--- config.mk ---
export PLATFORM = sky130hd
export DESIGN_NAME = load_store_unit
export DESIGN_NICKNAME = d
export VERILOG_FILES = /design/src/hdl/lsu_pkg.sv /design/src/hdl/lsu_store_align.sv /design/src/hdl/lsu_load_align.sv /design/src/hdl/lsu_ctrl_fsm.sv /design/src/hdl/load_store_unit.sv
export SDC_FILE = /design/constraint.sdc
export NUM_CORES = 1
export LEC_CHECK = 0
export BUFFER_PORTS_ARGS = -buffer_cell sky130_fd_sc_hd__buf_2
export CAP_MARGIN = 20
export CORE_MARGIN = 1.5
export CORE_UTILIZATION = 48
export DETAILED_ROUTE_END_ITERATION = 10
export GPL_ROUTABILITY_DRIVEN = 0
export PLACE_DENSITY = 0.9
export SETUP_SLACK_MARGIN = 0.02
export SLEW_MARGIN = 10
export SYNTH_ARGS = -nofsm -noshare
export SYNTH_HDL_FRONTEND = slang
export SYNTH_SLANG_ARGS = --single-unit
--- constraint.sdc ---
create_clock -name clk -period 3.6 [get_ports clk]
set_input_delay 0.36 -clock clk [delete_from_list [all_inputs] [get_ports clk]]
set_output_delay 0.36 -clock clk [all_outputs]
set_load 0.005 [all_outputs]
--- src/hdl/lsu_pkg.sv ---
// load/store unit shared definitions
// data word geometry, access size and fill mode encodings,
// and the request/response controller states
package lsu_pkg;

  ////////////////////////////////////////
  // word geometry
  ////////////////////////////////////////
  parameter int DATA_WIDTH   = 32;             // data word width
  parameter int BE_WIDTH     = DATA_WIDTH / 8; // one enable per byte lane
  parameter int OFFSET_WIDTH = 2;              // byte offset inside a word

  ////////////////////////////////////////
  // encodings from the EX stage
  ////////////////////////////////////////

  // access size, 2'b11 behaves as a byte
  typedef enum logic [1:0] {
    TYPE_WORD = 2'b00,
    TYPE_HALF = 2'b01,
    TYPE_BYTE = 2'b10
  } lsu_type_e;

  // fill of the upper bits on narrow loads, 2'b11 behaves as sign
  typedef enum logic [1:0] {
    SEXT_ZERO = 2'b00,  // zero extend
    SEXT_SIGN = 2'b01,  // copy the sign bit
    SEXT_ONES = 2'b10   // fill with ones
  } lsu_sext_e;

  // controller states
  typedef enum logic [1:0] {
    LSU_IDLE,                  // nothing outstanding
    LSU_WAIT_RVALID,           // granted, waiting for the response
    LSU_WAIT_RVALID_EX_STALL,  // granted while EX was stalled
    LSU_IDLE_EX_STALL          // response in, EX still stalled
  } lsu_state_e;

endpackage

--- src/hdl/lsu_store_align.sv ---
// store-side shaping of a memory request
// builds the byte enables for word, halfword and byte accesses,
// rotates the register data onto the addressed lanes and flags
// accesses that need a second memory access
`timescale 1ns/1ps

module lsu_store_align
(
  input  lsu_pkg::lsu_type_e               data_type_i,    // access size
  input  logic [lsu_pkg::OFFSET_WIDTH-1:0] addr_offset_i,  // low address bits
  input  logic [lsu_pkg::OFFSET_WIDTH-1:0] reg_offset_i,   // byte position in the register
  input  logic [lsu_pkg::DATA_WIDTH-1:0]   wdata_i,        // register data
  input  logic                             req_i,          // EX wants an access
  input  logic                             misaligned_ex_i, // second part of a split access

  output logic [lsu_pkg::BE_WIDTH-1:0]     be_o,
  output logic [lsu_pkg::DATA_WIDTH-1:0]   wdata_o,
  output logic                             misaligned_o
);

  logic [lsu_pkg::OFFSET_WIDTH-1:0] wdata_offset;  // lane rotation amount

  ////////////////////////////////////////
  // byte enables
  ////////////////////////////////////////
  always_comb
  begin
    case (data_type_i)
      lsu_pkg::TYPE_WORD:
      begin
        if (!misaligned_ex_i)
          be_o = 4'b1111 << addr_offset_i;     // offset up to the word end
        else
          be_o = ~(4'b1111 << addr_offset_i);  // lanes below the offset, none at 0
      end

      lsu_pkg::TYPE_HALF:
      begin
        if (!misaligned_ex_i)
          be_o = 4'b0011 << addr_offset_i;     // upper lane drops off at offset 3
        else
          be_o = 4'b0001;                      // spill into lane 0 of the next word
      end

      default:
        be_o = 4'b0001 << addr_offset_i;       // single lane, 2'b11 lands here too
    endcase
  end

  ////////////////////////////////////////
  // store data rotation
  ////////////////////////////////////////

  // register byte reg_offset_i has to end up on lane addr_offset_i
  assign wdata_offset = addr_offset_i - reg_offset_i;  // wraps modulo 4

  always_comb
  begin
    case (wdata_offset)
      2'b00:   wdata_o = wdata_i;
      2'b01:   wdata_o = {wdata_i[23:0], wdata_i[31:24]};  // one lane up
      2'b10:   wdata_o = {wdata_i[15:0], wdata_i[31:16]};  // swap halves
      default: wdata_o = {wdata_i[7:0],  wdata_i[31:8]};   // three lanes up
    endcase
  end

  ////////////////////////////////////////
  // misaligned access detection
  ////////////////////////////////////////

  // only the first part is checked, the second part is already known
  always_comb
  begin
    misaligned_o = 1'b0;
    if (req_i && !misaligned_ex_i)
    begin
      if (data_type_i == lsu_pkg::TYPE_WORD && addr_offset_i != 2'b00)
        misaligned_o = 1'b1;  // word crosses into the next word
      if (data_type_i == lsu_pkg::TYPE_HALF && addr_offset_i == 2'b11)
        misaligned_o = 1'b1;  // halfword straddles the boundary
    end
  end

endmodule

--- src/hdl/lsu_load_align.sv ---
// load-side alignment and extension
// keeps the attributes of the granted access until its response,
// picks the addressed byte or halfword out of the returned word,
// fills the upper bits per the requested mode and reassembles
// misaligned words and halfwords from two responses
`timescale 1ns/1ps

module lsu_load_align
(
  input  logic                             clk,
  input  logic                             rst_n,
  input  logic                             gnt_i,            // request accepted by memory
  input  logic                             rvalid_i,         // response valid
  input  lsu_pkg::lsu_type_e               type_i,
  input  lsu_pkg::lsu_sext_e               sign_ext_i,
  input  logic [lsu_pkg::OFFSET_WIDTH-1:0] addr_offset_i,
  input  logic                             we_i,
  input  logic                             misaligned_ex_i,  // EX is in the second part
  input  logic                             misaligned_i,     // first part just detected
  input  logic [lsu_pkg::DATA_WIDTH-1:0]   rdata_i,
  output logic [lsu_pkg::DATA_WIDTH-1:0]   rdata_o
);

  // attributes of the access in flight
  lsu_pkg::lsu_type_e               type_q;
  lsu_pkg::lsu_sext_e               sext_q;
  logic [lsu_pkg::OFFSET_WIDTH-1:0] offset_q;
  logic                             we_q;

  logic [lsu_pkg::DATA_WIDTH-1:0]   rdata_q;      // last result or raw first word

  logic [lsu_pkg::DATA_WIDTH-1:0]   rdata_w_ext;  // word, only reassembly
  logic [15:0]                      half_raw;
  logic [lsu_pkg::DATA_WIDTH-1:0]   rdata_h_ext;
  logic [7:0]                       byte_raw;
  logic [lsu_pkg::DATA_WIDTH-1:0]   rdata_b_ext;
  logic [lsu_pkg::DATA_WIDTH-1:0]   rdata_ext;

  // sample at grant, response comes back at least one cycle later
  always_ff @(posedge clk, negedge rst_n)
  begin
    if (!rst_n)
    begin
      type_q   <= lsu_pkg::TYPE_WORD;
      sext_q   <= lsu_pkg::SEXT_ZERO;
      offset_q <= '0;
      we_q     <= 1'b0;
    end
    else if (gnt_i)
    begin
      type_q   <= type_i;
      sext_q   <= sign_ext_i;
      offset_q <= addr_offset_i;
      we_q     <= we_i;
    end
  end

  ////////////////////////////////////////
  // lane extraction
  ////////////////////////////////////////

  // new low bytes go above the stored high bytes of the first word
  always_comb
  begin
    case (offset_q)
      2'b00:   rdata_w_ext = rdata_i;
      2'b01:   rdata_w_ext = {rdata_i[7:0],  rdata_q[31:8]};
      2'b10:   rdata_w_ext = {rdata_i[15:0], rdata_q[31:16]};
      default: rdata_w_ext = {rdata_i[23:0], rdata_q[31:24]};
    endcase
  end

  always_comb
  begin
    case (offset_q)
      2'b00:   half_raw = rdata_i[15:0];
      2'b01:   half_raw = rdata_i[23:8];
      2'b10:   half_raw = rdata_i[31:16];
      default: half_raw = {rdata_i[7:0], rdata_q[31:24]};  // split halfword
    endcase
  end

  assign byte_raw = rdata_i[{offset_q, 3'b000} +: 8];

  ////////////////////////////////////////
  // upper bit fill
  ////////////////////////////////////////
  always_comb
  begin
    case (sext_q)
      lsu_pkg::SEXT_ZERO:
      begin
        rdata_h_ext = {16'h0000, half_raw};
        rdata_b_ext = {24'h00_0000, byte_raw};
      end
      lsu_pkg::SEXT_ONES:
      begin
        rdata_h_ext = {16'hffff, half_raw};
        rdata_b_ext = {24'hff_ffff, byte_raw};
      end
      default:
      begin  // sign copy, also for 2'b11
        rdata_h_ext = {{16{half_raw[15]}}, half_raw};
        rdata_b_ext = {{24{byte_raw[7]}}, byte_raw};
      end
    endcase
  end

  always_comb
  begin
    case (type_q)
      lsu_pkg::TYPE_WORD: rdata_ext = rdata_w_ext;
      lsu_pkg::TYPE_HALF: rdata_ext = rdata_h_ext;
      default:            rdata_ext = rdata_b_ext;  // byte and 2'b11
    endcase
  end

  // raw word kept while a split access is running, result otherwise
  always_ff @(posedge clk, negedge rst_n)
  begin
    if (!rst_n)
      rdata_q <= '0;
    else if (rvalid_i && !we_q)
      rdata_q <= (misaligned_ex_i || misaligned_i) ? rdata_i : rdata_ext;
  end

  assign rdata_o = rvalid_i ? rdata_ext : rdata_q;  // bypass in the response cycle

endmodule

--- src/hdl/lsu_ctrl_fsm.sv ---
// request/response controller of the load/store unit
// forwards EX requests to memory, tracks the outstanding response
// and produces the EX and WB ready strobes and the busy flag
`timescale 1ns/1ps

module lsu_ctrl_fsm
(
  input  logic clk,
  input  logic rst_n,
  input  logic req_i,       // request from EX
  input  logic gnt_i,       // memory grant
  input  logic rvalid_i,    // memory response
  input  logic err_i,       // bus error, only releases EX
  input  logic ex_valid_i,  // EX stage completes this cycle

  output logic data_req_o,
  output logic ready_ex_o,
  output logic ready_wb_o,
  output logic busy_o
);

  lsu_pkg::lsu_state_e state_q, state_d;

  always_ff @(posedge clk, negedge rst_n)
  begin
    if (!rst_n)
      state_q <= lsu_pkg::LSU_IDLE;
    else
      state_q <= state_d;
  end

  ////////////////////////////////////////
  // next state and strobes
  ////////////////////////////////////////
  always_comb
  begin
    state_d    = state_q;
    data_req_o = 1'b0;
    ready_ex_o = 1'b1;
    ready_wb_o = 1'b1;

    case (state_q)
      lsu_pkg::LSU_IDLE:
      begin
        data_req_o = req_i;        // straight through
        if (req_i)
        begin
          ready_ex_o = gnt_i || err_i;  // hold EX until accepted
          if (gnt_i)
            state_d = ex_valid_i ? lsu_pkg::LSU_WAIT_RVALID
                                 : lsu_pkg::LSU_WAIT_RVALID_EX_STALL;
        end
      end

      lsu_pkg::LSU_WAIT_RVALID:
      begin
        ready_wb_o = rvalid_i;     // WB stalls only on us
        if (rvalid_i)
        begin
          data_req_o = req_i;      // next request overlaps the response
          if (req_i)
          begin
            ready_ex_o = gnt_i || err_i;
            if (gnt_i)
              state_d = ex_valid_i ? lsu_pkg::LSU_WAIT_RVALID
                                   : lsu_pkg::LSU_WAIT_RVALID_EX_STALL;
            else
              state_d = lsu_pkg::LSU_IDLE;  // retry from idle
          end
          else
            state_d = lsu_pkg::LSU_IDLE;
        end
      end

      // granted under an EX stall, no new request goes out here
      lsu_pkg::LSU_WAIT_RVALID_EX_STALL:
      begin
        if (rvalid_i)
          state_d = ex_valid_i ? lsu_pkg::LSU_IDLE : lsu_pkg::LSU_IDLE_EX_STALL;
        else if (ex_valid_i)
          state_d = lsu_pkg::LSU_WAIT_RVALID;  // stall gone, normal wait
      end

      lsu_pkg::LSU_IDLE_EX_STALL:
      begin
        if (ex_valid_i)
          state_d = lsu_pkg::LSU_IDLE;
      end

      default: state_d = lsu_pkg::LSU_IDLE;
    endcase
  end

  assign busy_o = (state_q != lsu_pkg::LSU_IDLE) || data_req_o;

endmodule

--- src/hdl/load_store_unit.sv ---
// load/store unit of a small 32-bit RISC-V style core
// generates the data address, shapes store requests, aligns and
// extends load data and sequences requests against the
// request/grant and response-valid memory interface
`timescale 1ns/1ps

module load_store_unit
#(
  parameter int ADDR_WIDTH = 32
)
(
  input  logic                             clk,
  input  logic                             rst_n,

  // memory side
  output logic                             data_req_o,
  output logic [ADDR_WIDTH-1:0]            data_addr_o,
  output logic                             data_we_o,
  output logic [lsu_pkg::BE_WIDTH-1:0]     data_be_o,
  output logic [lsu_pkg::DATA_WIDTH-1:0]   data_wdata_o,
  input  logic                             data_gnt_i,
  input  logic                             data_rvalid_i,
  input  logic                             data_err_i,
  input  logic [lsu_pkg::DATA_WIDTH-1:0]   data_rdata_i,

  // EX stage, held until granted
  input  logic                             data_req_ex_i,
  input  logic                             data_we_ex_i,
  input  lsu_pkg::lsu_type_e               data_type_ex_i,
  input  lsu_pkg::lsu_sext_e               data_sign_ext_ex_i,
  input  logic [lsu_pkg::DATA_WIDTH-1:0]   data_wdata_ex_i,
  input  logic [lsu_pkg::OFFSET_WIDTH-1:0] data_reg_offset_ex_i,
  input  logic [ADDR_WIDTH-1:0]            operand_a_ex_i,
  input  logic [ADDR_WIDTH-1:0]            operand_b_ex_i,
  input  logic                             addr_useincr_ex_i,  // a + b instead of a
  input  logic                             data_misaligned_ex_i,
  input  logic                             ex_valid_i,

  output logic [lsu_pkg::DATA_WIDTH-1:0]   data_rdata_ex_o,
  output logic                             data_misaligned_o,
  output logic                             lsu_ready_ex_o,
  output logic                             lsu_ready_wb_o,
  output logic                             busy_o
);

  logic [ADDR_WIDTH-1:0]            data_addr_int;
  logic [lsu_pkg::OFFSET_WIDTH-1:0] addr_offset;  // byte lane of the access

  assign data_addr_int = addr_useincr_ex_i ? (operand_a_ex_i + operand_b_ex_i)
                                           : operand_a_ex_i;
  assign addr_offset   = data_addr_int[lsu_pkg::OFFSET_WIDTH-1:0];

  assign data_addr_o   = data_addr_int;
  assign data_we_o     = data_we_ex_i;

  lsu_store_align i_store_align (
    .data_type_i     (data_type_ex_i),
    .addr_offset_i   (addr_offset),
    .reg_offset_i    (data_reg_offset_ex_i),
    .wdata_i         (data_wdata_ex_i),
    .req_i           (data_req_ex_i),
    .misaligned_ex_i (data_misaligned_ex_i),
    .be_o            (data_be_o),
    .wdata_o         (data_wdata_o),
    .misaligned_o    (data_misaligned_o)
  );

  lsu_load_align i_load_align (
    .clk             (clk),
    .rst_n           (rst_n),
    .gnt_i           (data_gnt_i),
    .rvalid_i        (data_rvalid_i),
    .type_i          (data_type_ex_i),
    .sign_ext_i      (data_sign_ext_ex_i),
    .addr_offset_i   (addr_offset),
    .we_i            (data_we_ex_i),
    .misaligned_ex_i (data_misaligned_ex_i),
    .misaligned_i    (data_misaligned_o),
    .rdata_i         (data_rdata_i),
    .rdata_o         (data_rdata_ex_o)
  );

  lsu_ctrl_fsm i_ctrl_fsm (
    .clk        (clk),
    .rst_n      (rst_n),
    .req_i      (data_req_ex_i),
    .gnt_i      (data_gnt_i),
    .rvalid_i   (data_rvalid_i),
    .err_i      (data_err_i),
    .ex_valid_i (ex_valid_i),
    .data_req_o (data_req_o),
    .ready_ex_o (lsu_ready_ex_o),
    .ready_wb_o (lsu_ready_wb_o),
    .busy_o     (busy_o)
  );

endmodule

==> impl_results.md, run 1 <==
- Status: finished, final reports clean
- Post-Place Cell Area: 8280 sq um
- Layout Skew: 0.00893 ns
- Design Area, Final: 8460 sq um
- Pwr dens: 356 nW/um^2
- Synth cell types: 65
- Die X: 123 um
- Final Setup Violations: 0
- Syn Inst Count: 899
- Final min period: 3.45 ns
- Chip height: 123 um
- Slew @ Worst Pin: 1.00 ns
- Post-CTS Setup Bufs: 0
- Reg2reg start: i_load_align.offset_q[0]$_DFFE_PN0P_
- DR pass1 iterations: 7
- Num CTS Buffers: 5
- Seq/Total Area, Yosys: 14.8%
- CTS tree: built
- CTS H-tree depth: 2
- Rows: 43
- Max-slew headroom: 33.1%
- Pleak: 4.13 nW
- Cells on worst reg2reg path: 9
- Clock transition at path regs: 0.07 ns
- Synth Warn #: 0
- Syn Nets: 1,084
- Flops & latches, synth: 41
- RSZ-0062 raised after global routing: no
- CP max FO: 3
- Routed Antenna Nets: 0
- Via count: 8,111
- Vias per cell: 6.27
- Root Buffer: clkbuf_16
- CTS max path bufs: 2
- Global-route wire length before repair: 36,500 um
- Layout Nets: 1,294
- WS Path Type: primary input to output port
- HPWL Detailed: 18,300 um
- Die area: 15,200 sq um
- Initial antenna violation count: 6
- Fin crit share: 95.7%
- Critical Path AT: 3.09 ns
- R2r endpoint: i_load_align.rdata_q[2]$_DFFE_PN0P_
- Wirelength per Cell: 18.4 um
- Worst reg-to-reg setup slack: 1.06 ns
- Final WL: 23,800 um
- Top-Level Pins: 250
- Number of flops mapped to enable cells by yosys: 0
- Area Overhead vs Synth: 22.2%
- Initial core utilization: 49.5%
- Layout cells sized above 1: 31.7%
- # port buffers: 249
- Setup TNS: 0 ns
- CORE AREA: 14,000 sq um
- Post_cts resized: 0
- Required time worst endpoint: 3.24 ns
- Async SR Flop Fraction: 100%
- Crit path buf inv count: 4
- Yosys top cell area share: 14.8%
- Fin util: 60.5%
- FMAX: 290 MHz
- Worst path slowest cell: fa_1
- Drt drc: 0
- CTS Sinks: 41
- Mean post-synth cell area: 7.70 sq um
- Iter 0 DRT Violations: 1,008
- Largest net degree at the start of global routing: 65
- Clock latency on the worst-skew pair: 0.29 ns
- Max stage delay on crit path: 0.43 ns
- Delay-heaviest family, CP: compound AO/OA/AOI/OAI gates
- VDD IR max: 244 uV
- Vias in the first global route: 7,444
- # fillers: 1,211
- Cell Area, Synth: 6920 sq um
- Max cap viols: 0
- Area contributors post-synth: dfrtp_1 (15%), mux2i_1 (11%), ha_1 (7.2%)
- Hold Violations, Final: 0
- CP Capture Type: output port
- Worst hold path type: primary input to asynchronous set/reset pin
- GR Overflow Total: 0
- Ys flop type: dfrtp_1
- GRT Total Usage: 30.0%
- Synth area leader: dfrtp_1
- Post-CTS Hold Fix Bufs: 0
- Final Slew Violations: 0
- Critical Path, Cell by Cell: buf_2 > ha_1 > inv_1 > fa_1 > nor2b_1 > o211ai_1 > a211oi_1 > buf_4 > o211ai_1 > a21oi_1 > nor3_1 > o31ai_1 > buf_2
- Startpoint Class: primary input
## placed cells by master, fill, tap and decap left out, types with 15 or more instances in the layout
cell type / instances
a211oi_1: 23
a21o_1: 47
dfrtp_1: 39
o21ai_0: 38
nor2b_1: 15
ha_1: 40
a21oi_1: 84
buf_4: 20
o21ai_1: 27
mux4_2: 16
buf_2: 249
inv_1: 20
mux2i_1: 79
nor2_1: 93
mux2_2: 30
nand2_1: 85
## how the worst max path moves through the flow
stage	startpoint	endpoint	slack (ns)	depth (start not counted)
2_1_floorplan	addr_useincr_ex_i	data_wdata_o[13]	0.64	8
3_3_place_gp	operand_a_ex_i[0]	data_addr_o[26]	0.27	13
6_report	operand_a_ex_i[0]	data_addr_o[26]	0.15	13
3_5_place_dp	operand_a_ex_i[0]	data_addr_o[28]	0.21	12
4_1_cts	operand_a_ex_i[0]	data_addr_o[28]	0.20	12
5_1_grt	operand_a_ex_i[0]	data_addr_o[28]	0.02	12
## metal layers
layer / share of wire, % / vias to the layer above / GRT usage (%) / wire [um]
met5: 0.038 / - / 0 / 9
met4: 5.5 / 2 / 16.3 / 1310
met3: 11 / 104 / 6.50 / 2520
met2: 48 / 545 / 51.5 / 11400
met1: 36 / 3696 / 34.8 / 8590
li1: - / 3764 / - / -
## metrics by stage
stage / hold WS (ns) / cells / power, mW / setup WS, ns
after floorplan: 0.0644 / 899 / 1.87 / 0.637
after CTS: 0.271 / 1287 / 2.97 / 0.202
after detailed placement: 0.471 / 1280 / 2.50 / 0.210
after global placement: 0.460 / 1280 / 2.45 / 0.266
final: 0.220 / 1294 / 3.01 / 0.155
after global routing: 0.277 / 1294 / 3.21 / 0.0249
## power breakdown
| part | leakage, nW | switching, mW | internal, mW |
|---|---|---|---|
| Sequential | 0.500 | 0.107 | 0.555 |
| Clock | 0.0700 | 0.189 | 0.273 |
| Combinational | 3.56 | 1.02 | 0.862 |
| Total | 4.13 | 1.32 | 1.69 |
## synth_stat cells (all sizes together) (13+ instances only)
cell / n
nor2: 95
a21oi: 94
nand2: 85
mux2i: 79
o21ai: 65
a21o: 47
clkbuf: 43
dfrtp: 41
ha: 40
mux2: 30
buf: 25
a211oi: 23
inv: 21
mux4: 16
nor2b: 15
a22oi: 14
nor3: 14
xnor2: 14
xor2: 13
## layout make-up
cell class	count	area [sq um]	area share [%]
multi-input combinational	769	5550	65.6
timing repair buffer	271	1430	16.9
sequential	41	1030	12.2
tap	180	225	2.66
clock buffer	7	143	1.69
inverter	21	78.8	0.931
antenna	5	12.5	0.148
## registers in the layout (all words and copies together) (netlist names)
name and count:
i_load_align.sext_q 2, i_ctrl_fsm.state_q 2, i_load_align.rdata_q 32, i_load_align.type_q 2, i_load_align.offset_q 2, i_load_align.we_q 1
## cells by family after synthesis
family / count (synthesis) / share of synthesized area [%]
xor+xnor: 27 / 3.52
mux: 125 / 21.5
simple gates: 255 / 16.4
fa+ha+maj: 41 / 7.52
compound gates: 321 / 30.9
buf+inv: 89 / 5.26
flops: 41 / 14.8
Power figures use the tool's default switching activity.
==> run 2: changes to the inputs <==
--- a/config.mk
+++ b/config.mk
@@ -8,10 +8,10 @@
 export BUFFER_PORTS_ARGS = -buffer_cell sky130_fd_sc_hd__buf_2
 export CAP_MARGIN = 20
 export CORE_MARGIN = 1.5
-export CORE_UTILIZATION = 48
+export CORE_UTILIZATION = 47
 export DETAILED_ROUTE_END_ITERATION = 10
 export GPL_ROUTABILITY_DRIVEN = 0
-export PLACE_DENSITY = 0.9
+export PLACE_DENSITY = 0.91
 export SETUP_SLACK_MARGIN = 0.02
 export SLEW_MARGIN = 10
 export SYNTH_ARGS = -nofsm -noshare
==> constraint.sdc (replaced) <==
create_clock -name clk -period 2.9 [get_ports clk]
set_input_delay 0.29 -clock clk [delete_from_list [all_inputs] [get_ports clk]]
set_output_delay 0.29 -clock clk [all_outputs]
set_load 0.005 [all_outputs]
==> run 2 against run 1 <==
Against the previous run: wire length increased by 9.7%; flip-flop and latch count unchanged; highest routed layer is now met4; register-to-register slack worse by 0.45 ns; largest power group unchanged; critical path type unchanged; worst hold slack worse by 0.060 ns.
==> impl_results.md, run 2 (same netlist as run 1, synthesis figures left out) <==
- Vias per cell: 6.55 (was 6.27)
- Final Setup Violations: 0 (unchanged)
- Slew @ Worst Pin: 0.996 ns (was 1.00 ns)
- Max cap viols: 0 (unchanged)
- GR Overflow Total: 0 (unchanged)
- WS Path Type: primary input to output port (unchanged)
- Gate power share: 63.3% (was 62.7%)
- Pwr Total: 4.04 mW (was 3.01 mW)
- Crit path from: operand_a_ex_i[13] (was operand_a_ex_i[0])
- Clock transition at path regs: 0.07 ns (about the same)
- Startpoint Class: primary input (unchanged)
- CP max FO: 4 (was 3)
- Drt drc: 0 (unchanged)
- Iter 0 DRT Violations: 1,093 (was 1,008)
- Largest net degree at the start of global routing: 65 (unchanged)
- Top reg by flops: i_load_align.rdata_q (unchanged)
- FMAX: 346 MHz
- Vias in the first global route: 7,976 (was 7,444)
- Final Slew Violations: 0 (unchanged)
- P_int: 2.29 mW (was 1.69 mW)
- Clock latency on the worst-skew pair: 0.29 ns (about the same)
- Initial antenna violation count: 2 (was 6)
- Layout Nets: 1,336 (was 1,294)
- Pleak: 4.40 nW (was 4.13 nW)
- CTS H-tree depth: 2 (unchanged)
- R2r endpoint: i_load_align.rdata_q[19]$_DFFE_PN0P_ (was i_load_align.rdata_q[2]$_DFFE_PN0P_)
- Initial core utilization: 47.8% (was 49.5%)
- CTS tree: built (unchanged)
- Worst hold margin: 0.161 ns (was 0.220 ns)
- Global-route wire length before repair: 39,200 um (was 36,500 um)
- Share of power burned in registers: 20.2% (was 22.0%)
- Setup crit end: data_addr_o[25] (was data_addr_o[26])
- Rows: 44 (was 43)
- Final min period: 2.89 ns
- Switching power: 1.75 mW (was 1.32 mW)
- Top routing layer in use: met4 (was met5)
- Die area: 15,500 sq um (was 15,200 sq um)
- Reg2reg start: i_load_align.offset_q[0]$_DFFE_PN0P_ (unchanged)
- CP Capture Type: output port (unchanged)
- Die X: 124 um (was 123 um)
- CTS Sinks: 41 (unchanged)
- CTS max path bufs: 2 (unchanged)
- Fin crit share: 99.7%
- CORE AREA: 14,500 sq um (was 14,000 sq um)
- HPWL Detailed: 19,000 um (was 18,300 um)
- Metal3 WL: 2640 um (was 2520 um)
- # port buffers: 249 (unchanged)
- Chip height: 124 um (was 123 um)
- Final WL: 26,100 um (was 23,800 um)
- Wirelength per Cell: 19.5 um (was 18.4 um)
- Routed Antenna Nets: 0 (unchanged)
- Required time worst endpoint: 2.61 ns (was 3.24 ns)
- Via count: 8,760 (was 8,111)
- Cells on worst reg2reg path: 7 (was 9)
- M1 WL: 8960 um (was 8590 um)
- Most common cell after layout, fill and taps aside: buf_2 (unchanged)
- DR pass1 iterations: 8 (was 7)
- GRT Total Usage: 30.3% (was 30.0%)
- Most frequent cells in the layout: buf_2 (239), nor2_1 (92), nand2_1 (85), mux2i_1 (79), a21oi_1 (78) (was buf_2 (249), nor2_1 (93), nand2_1 (85), a21oi_1 (84), mux2i_1 (79))
- VDD IR max: 246 uV (was 244 uV)
- Worst reg-to-reg setup slack: 0.61 ns (was 1.06 ns)
- Layout cells sized above 1: 36.7% (was 31.7%)
- Num CTS Buffers: 5 (unchanged)
- RSZ-0062 raised after global routing: yes (was no)
- Layout Skew: 0.0117 ns (was 0.00893 ns)
- Worst hold path type: primary input to asynchronous set/reset pin (unchanged)
- Largest register FFs: 32 (unchanged)
- Status: finished, final reports clean (unchanged)
- Clock Power Share: 16.5% (was 15.4%)
- Pwr dens: 443 nW/um^2 (was 356 nW/um^2)
- Met2 wire length: 12,300 um (was 11,400 um)
- Sw Ratio: 43.4% (was 43.9%)
- Top-Level Pins: 250 (unchanged)
- Critical Path AT: 2.60 ns (was 3.09 ns)
- Root Buffer: clkbuf_16 (unchanged)
- Max-slew headroom: 33.6% (was 33.1%)
- Area Overhead vs Synth: 31.7% (was 22.2%)
- # fillers: 1,119 (was 1,211)
- Hold Violations, Final: 0 (unchanged)
==> run 2: cell types whose count changed in the layout (fill, tap and decap cells not counted), sizes merged <==
cell,delta
clkinvlp,+1
clkbuf,-2
bufinv,+1
diode,-3
buf,+42
clkinv,+1
==> run 2: layout make-up <==
type | instances | area (sq um) | area share, %
Multi-Input combinational cell | 769 | 5730 | 62.8
Timing Repair Buffer | 313 | 1880 | 20.6
Sequential cell | 41 | 1030 | 11.3
Tap cell | 184 | 230 | 2.52
Clock buffer | 5 | 125 | 1.37
Inverter | 21 | 78.8 | 0.864
Clock inverter | 3 | 46.3 | 0.507
Antenna cell | 2 | 5.00 | 0.0549
==> run 2: worst min-delay path by stage <==
stage                                                   start                                    to  cells after the start
after CTS                                               rst_n  i_load_align.rdata_q[30]$_DFFE_PN0P_                      1
after global routing                               ex_valid_i     i_ctrl_fsm.state_q[1]$_DFFE_PN0P_                      2
after detailed placement  i_load_align.rdata_q[4]$_DFFE_PN0P_   i_load_align.rdata_q[4]$_DFFE_PN0P_                      2
after floorplan                                         rst_n     i_ctrl_fsm.state_q[0]$_DFFE_PN0P_                      0
final                                                   rst_n  i_load_align.rdata_q[24]$_DFFE_PN0P_                      1
after global placement    i_load_align.rdata_q[7]$_DFFE_PN0P_   i_load_align.rdata_q[7]$_DFFE_PN0P_                      1
==> run 2: repair_timing <==
item | in CTS | in global routing
hold buffers | 0 | 0
setup endpoints to repair | 17 | 28
setup buffers | 7 | 3
gates resized for setup | 12 | 45
pin swaps | 7 | 11
==> run 2: critical path: stages <==
cell	delay (ns)
buf_2	0.13
ha_4	0.28
buf_4	0.12
nand2_1	0.08
o21a_1	0.21
nor3_1	0.35
a2111oi_4	0.12
a2111oi_4	0.41
nor3_1	0.10
o31ai_2	0.31
buf_2	0.18
==> run 2: metal layers <==
| layer | track usage, % | vias to the layer above |
|---|---|---|
| li1 | - | 3843 |
| met1 | 35.0 | 3991 |
| met2 | 51.4 | 725 |
| met3 | 4.51 | 201 |
| met4 | 21.0 | 0 |
| met5 | 0 | - |
==> run 2: through the flow <==
stage | util (%) | setup slack (ns) | area (sq um) | TNS (ns) | std cells
finish | 63.0 | 0.00758 | 9120 | 0 | 1338
global route | 63.0 | -0.0722 | 9120 | -0.201 | 1338
CTS | 61.3 | 0.0156 | 8880 | 0 | 1333
detailed placement | 59.4 | -0.214 | 8600 | -0.725 | 1318
global placement | 59.4 | -0.0456 | 8600 | -0.0729 | 1318
floorplan | - | 0.0306 | 6920 | 0 | 899
==> run 2: power groups by stage <==
stage	registers [mW]	logic, mW	clock network (mW)
finish	0.816	2.56	0.668
global route	0.831	2.74	0.698
CTS	0.810	2.44	0.665
detailed placement	0.818	2.40	0
global placement	0.809	2.33	0
floorplan	0.774	1.55	0
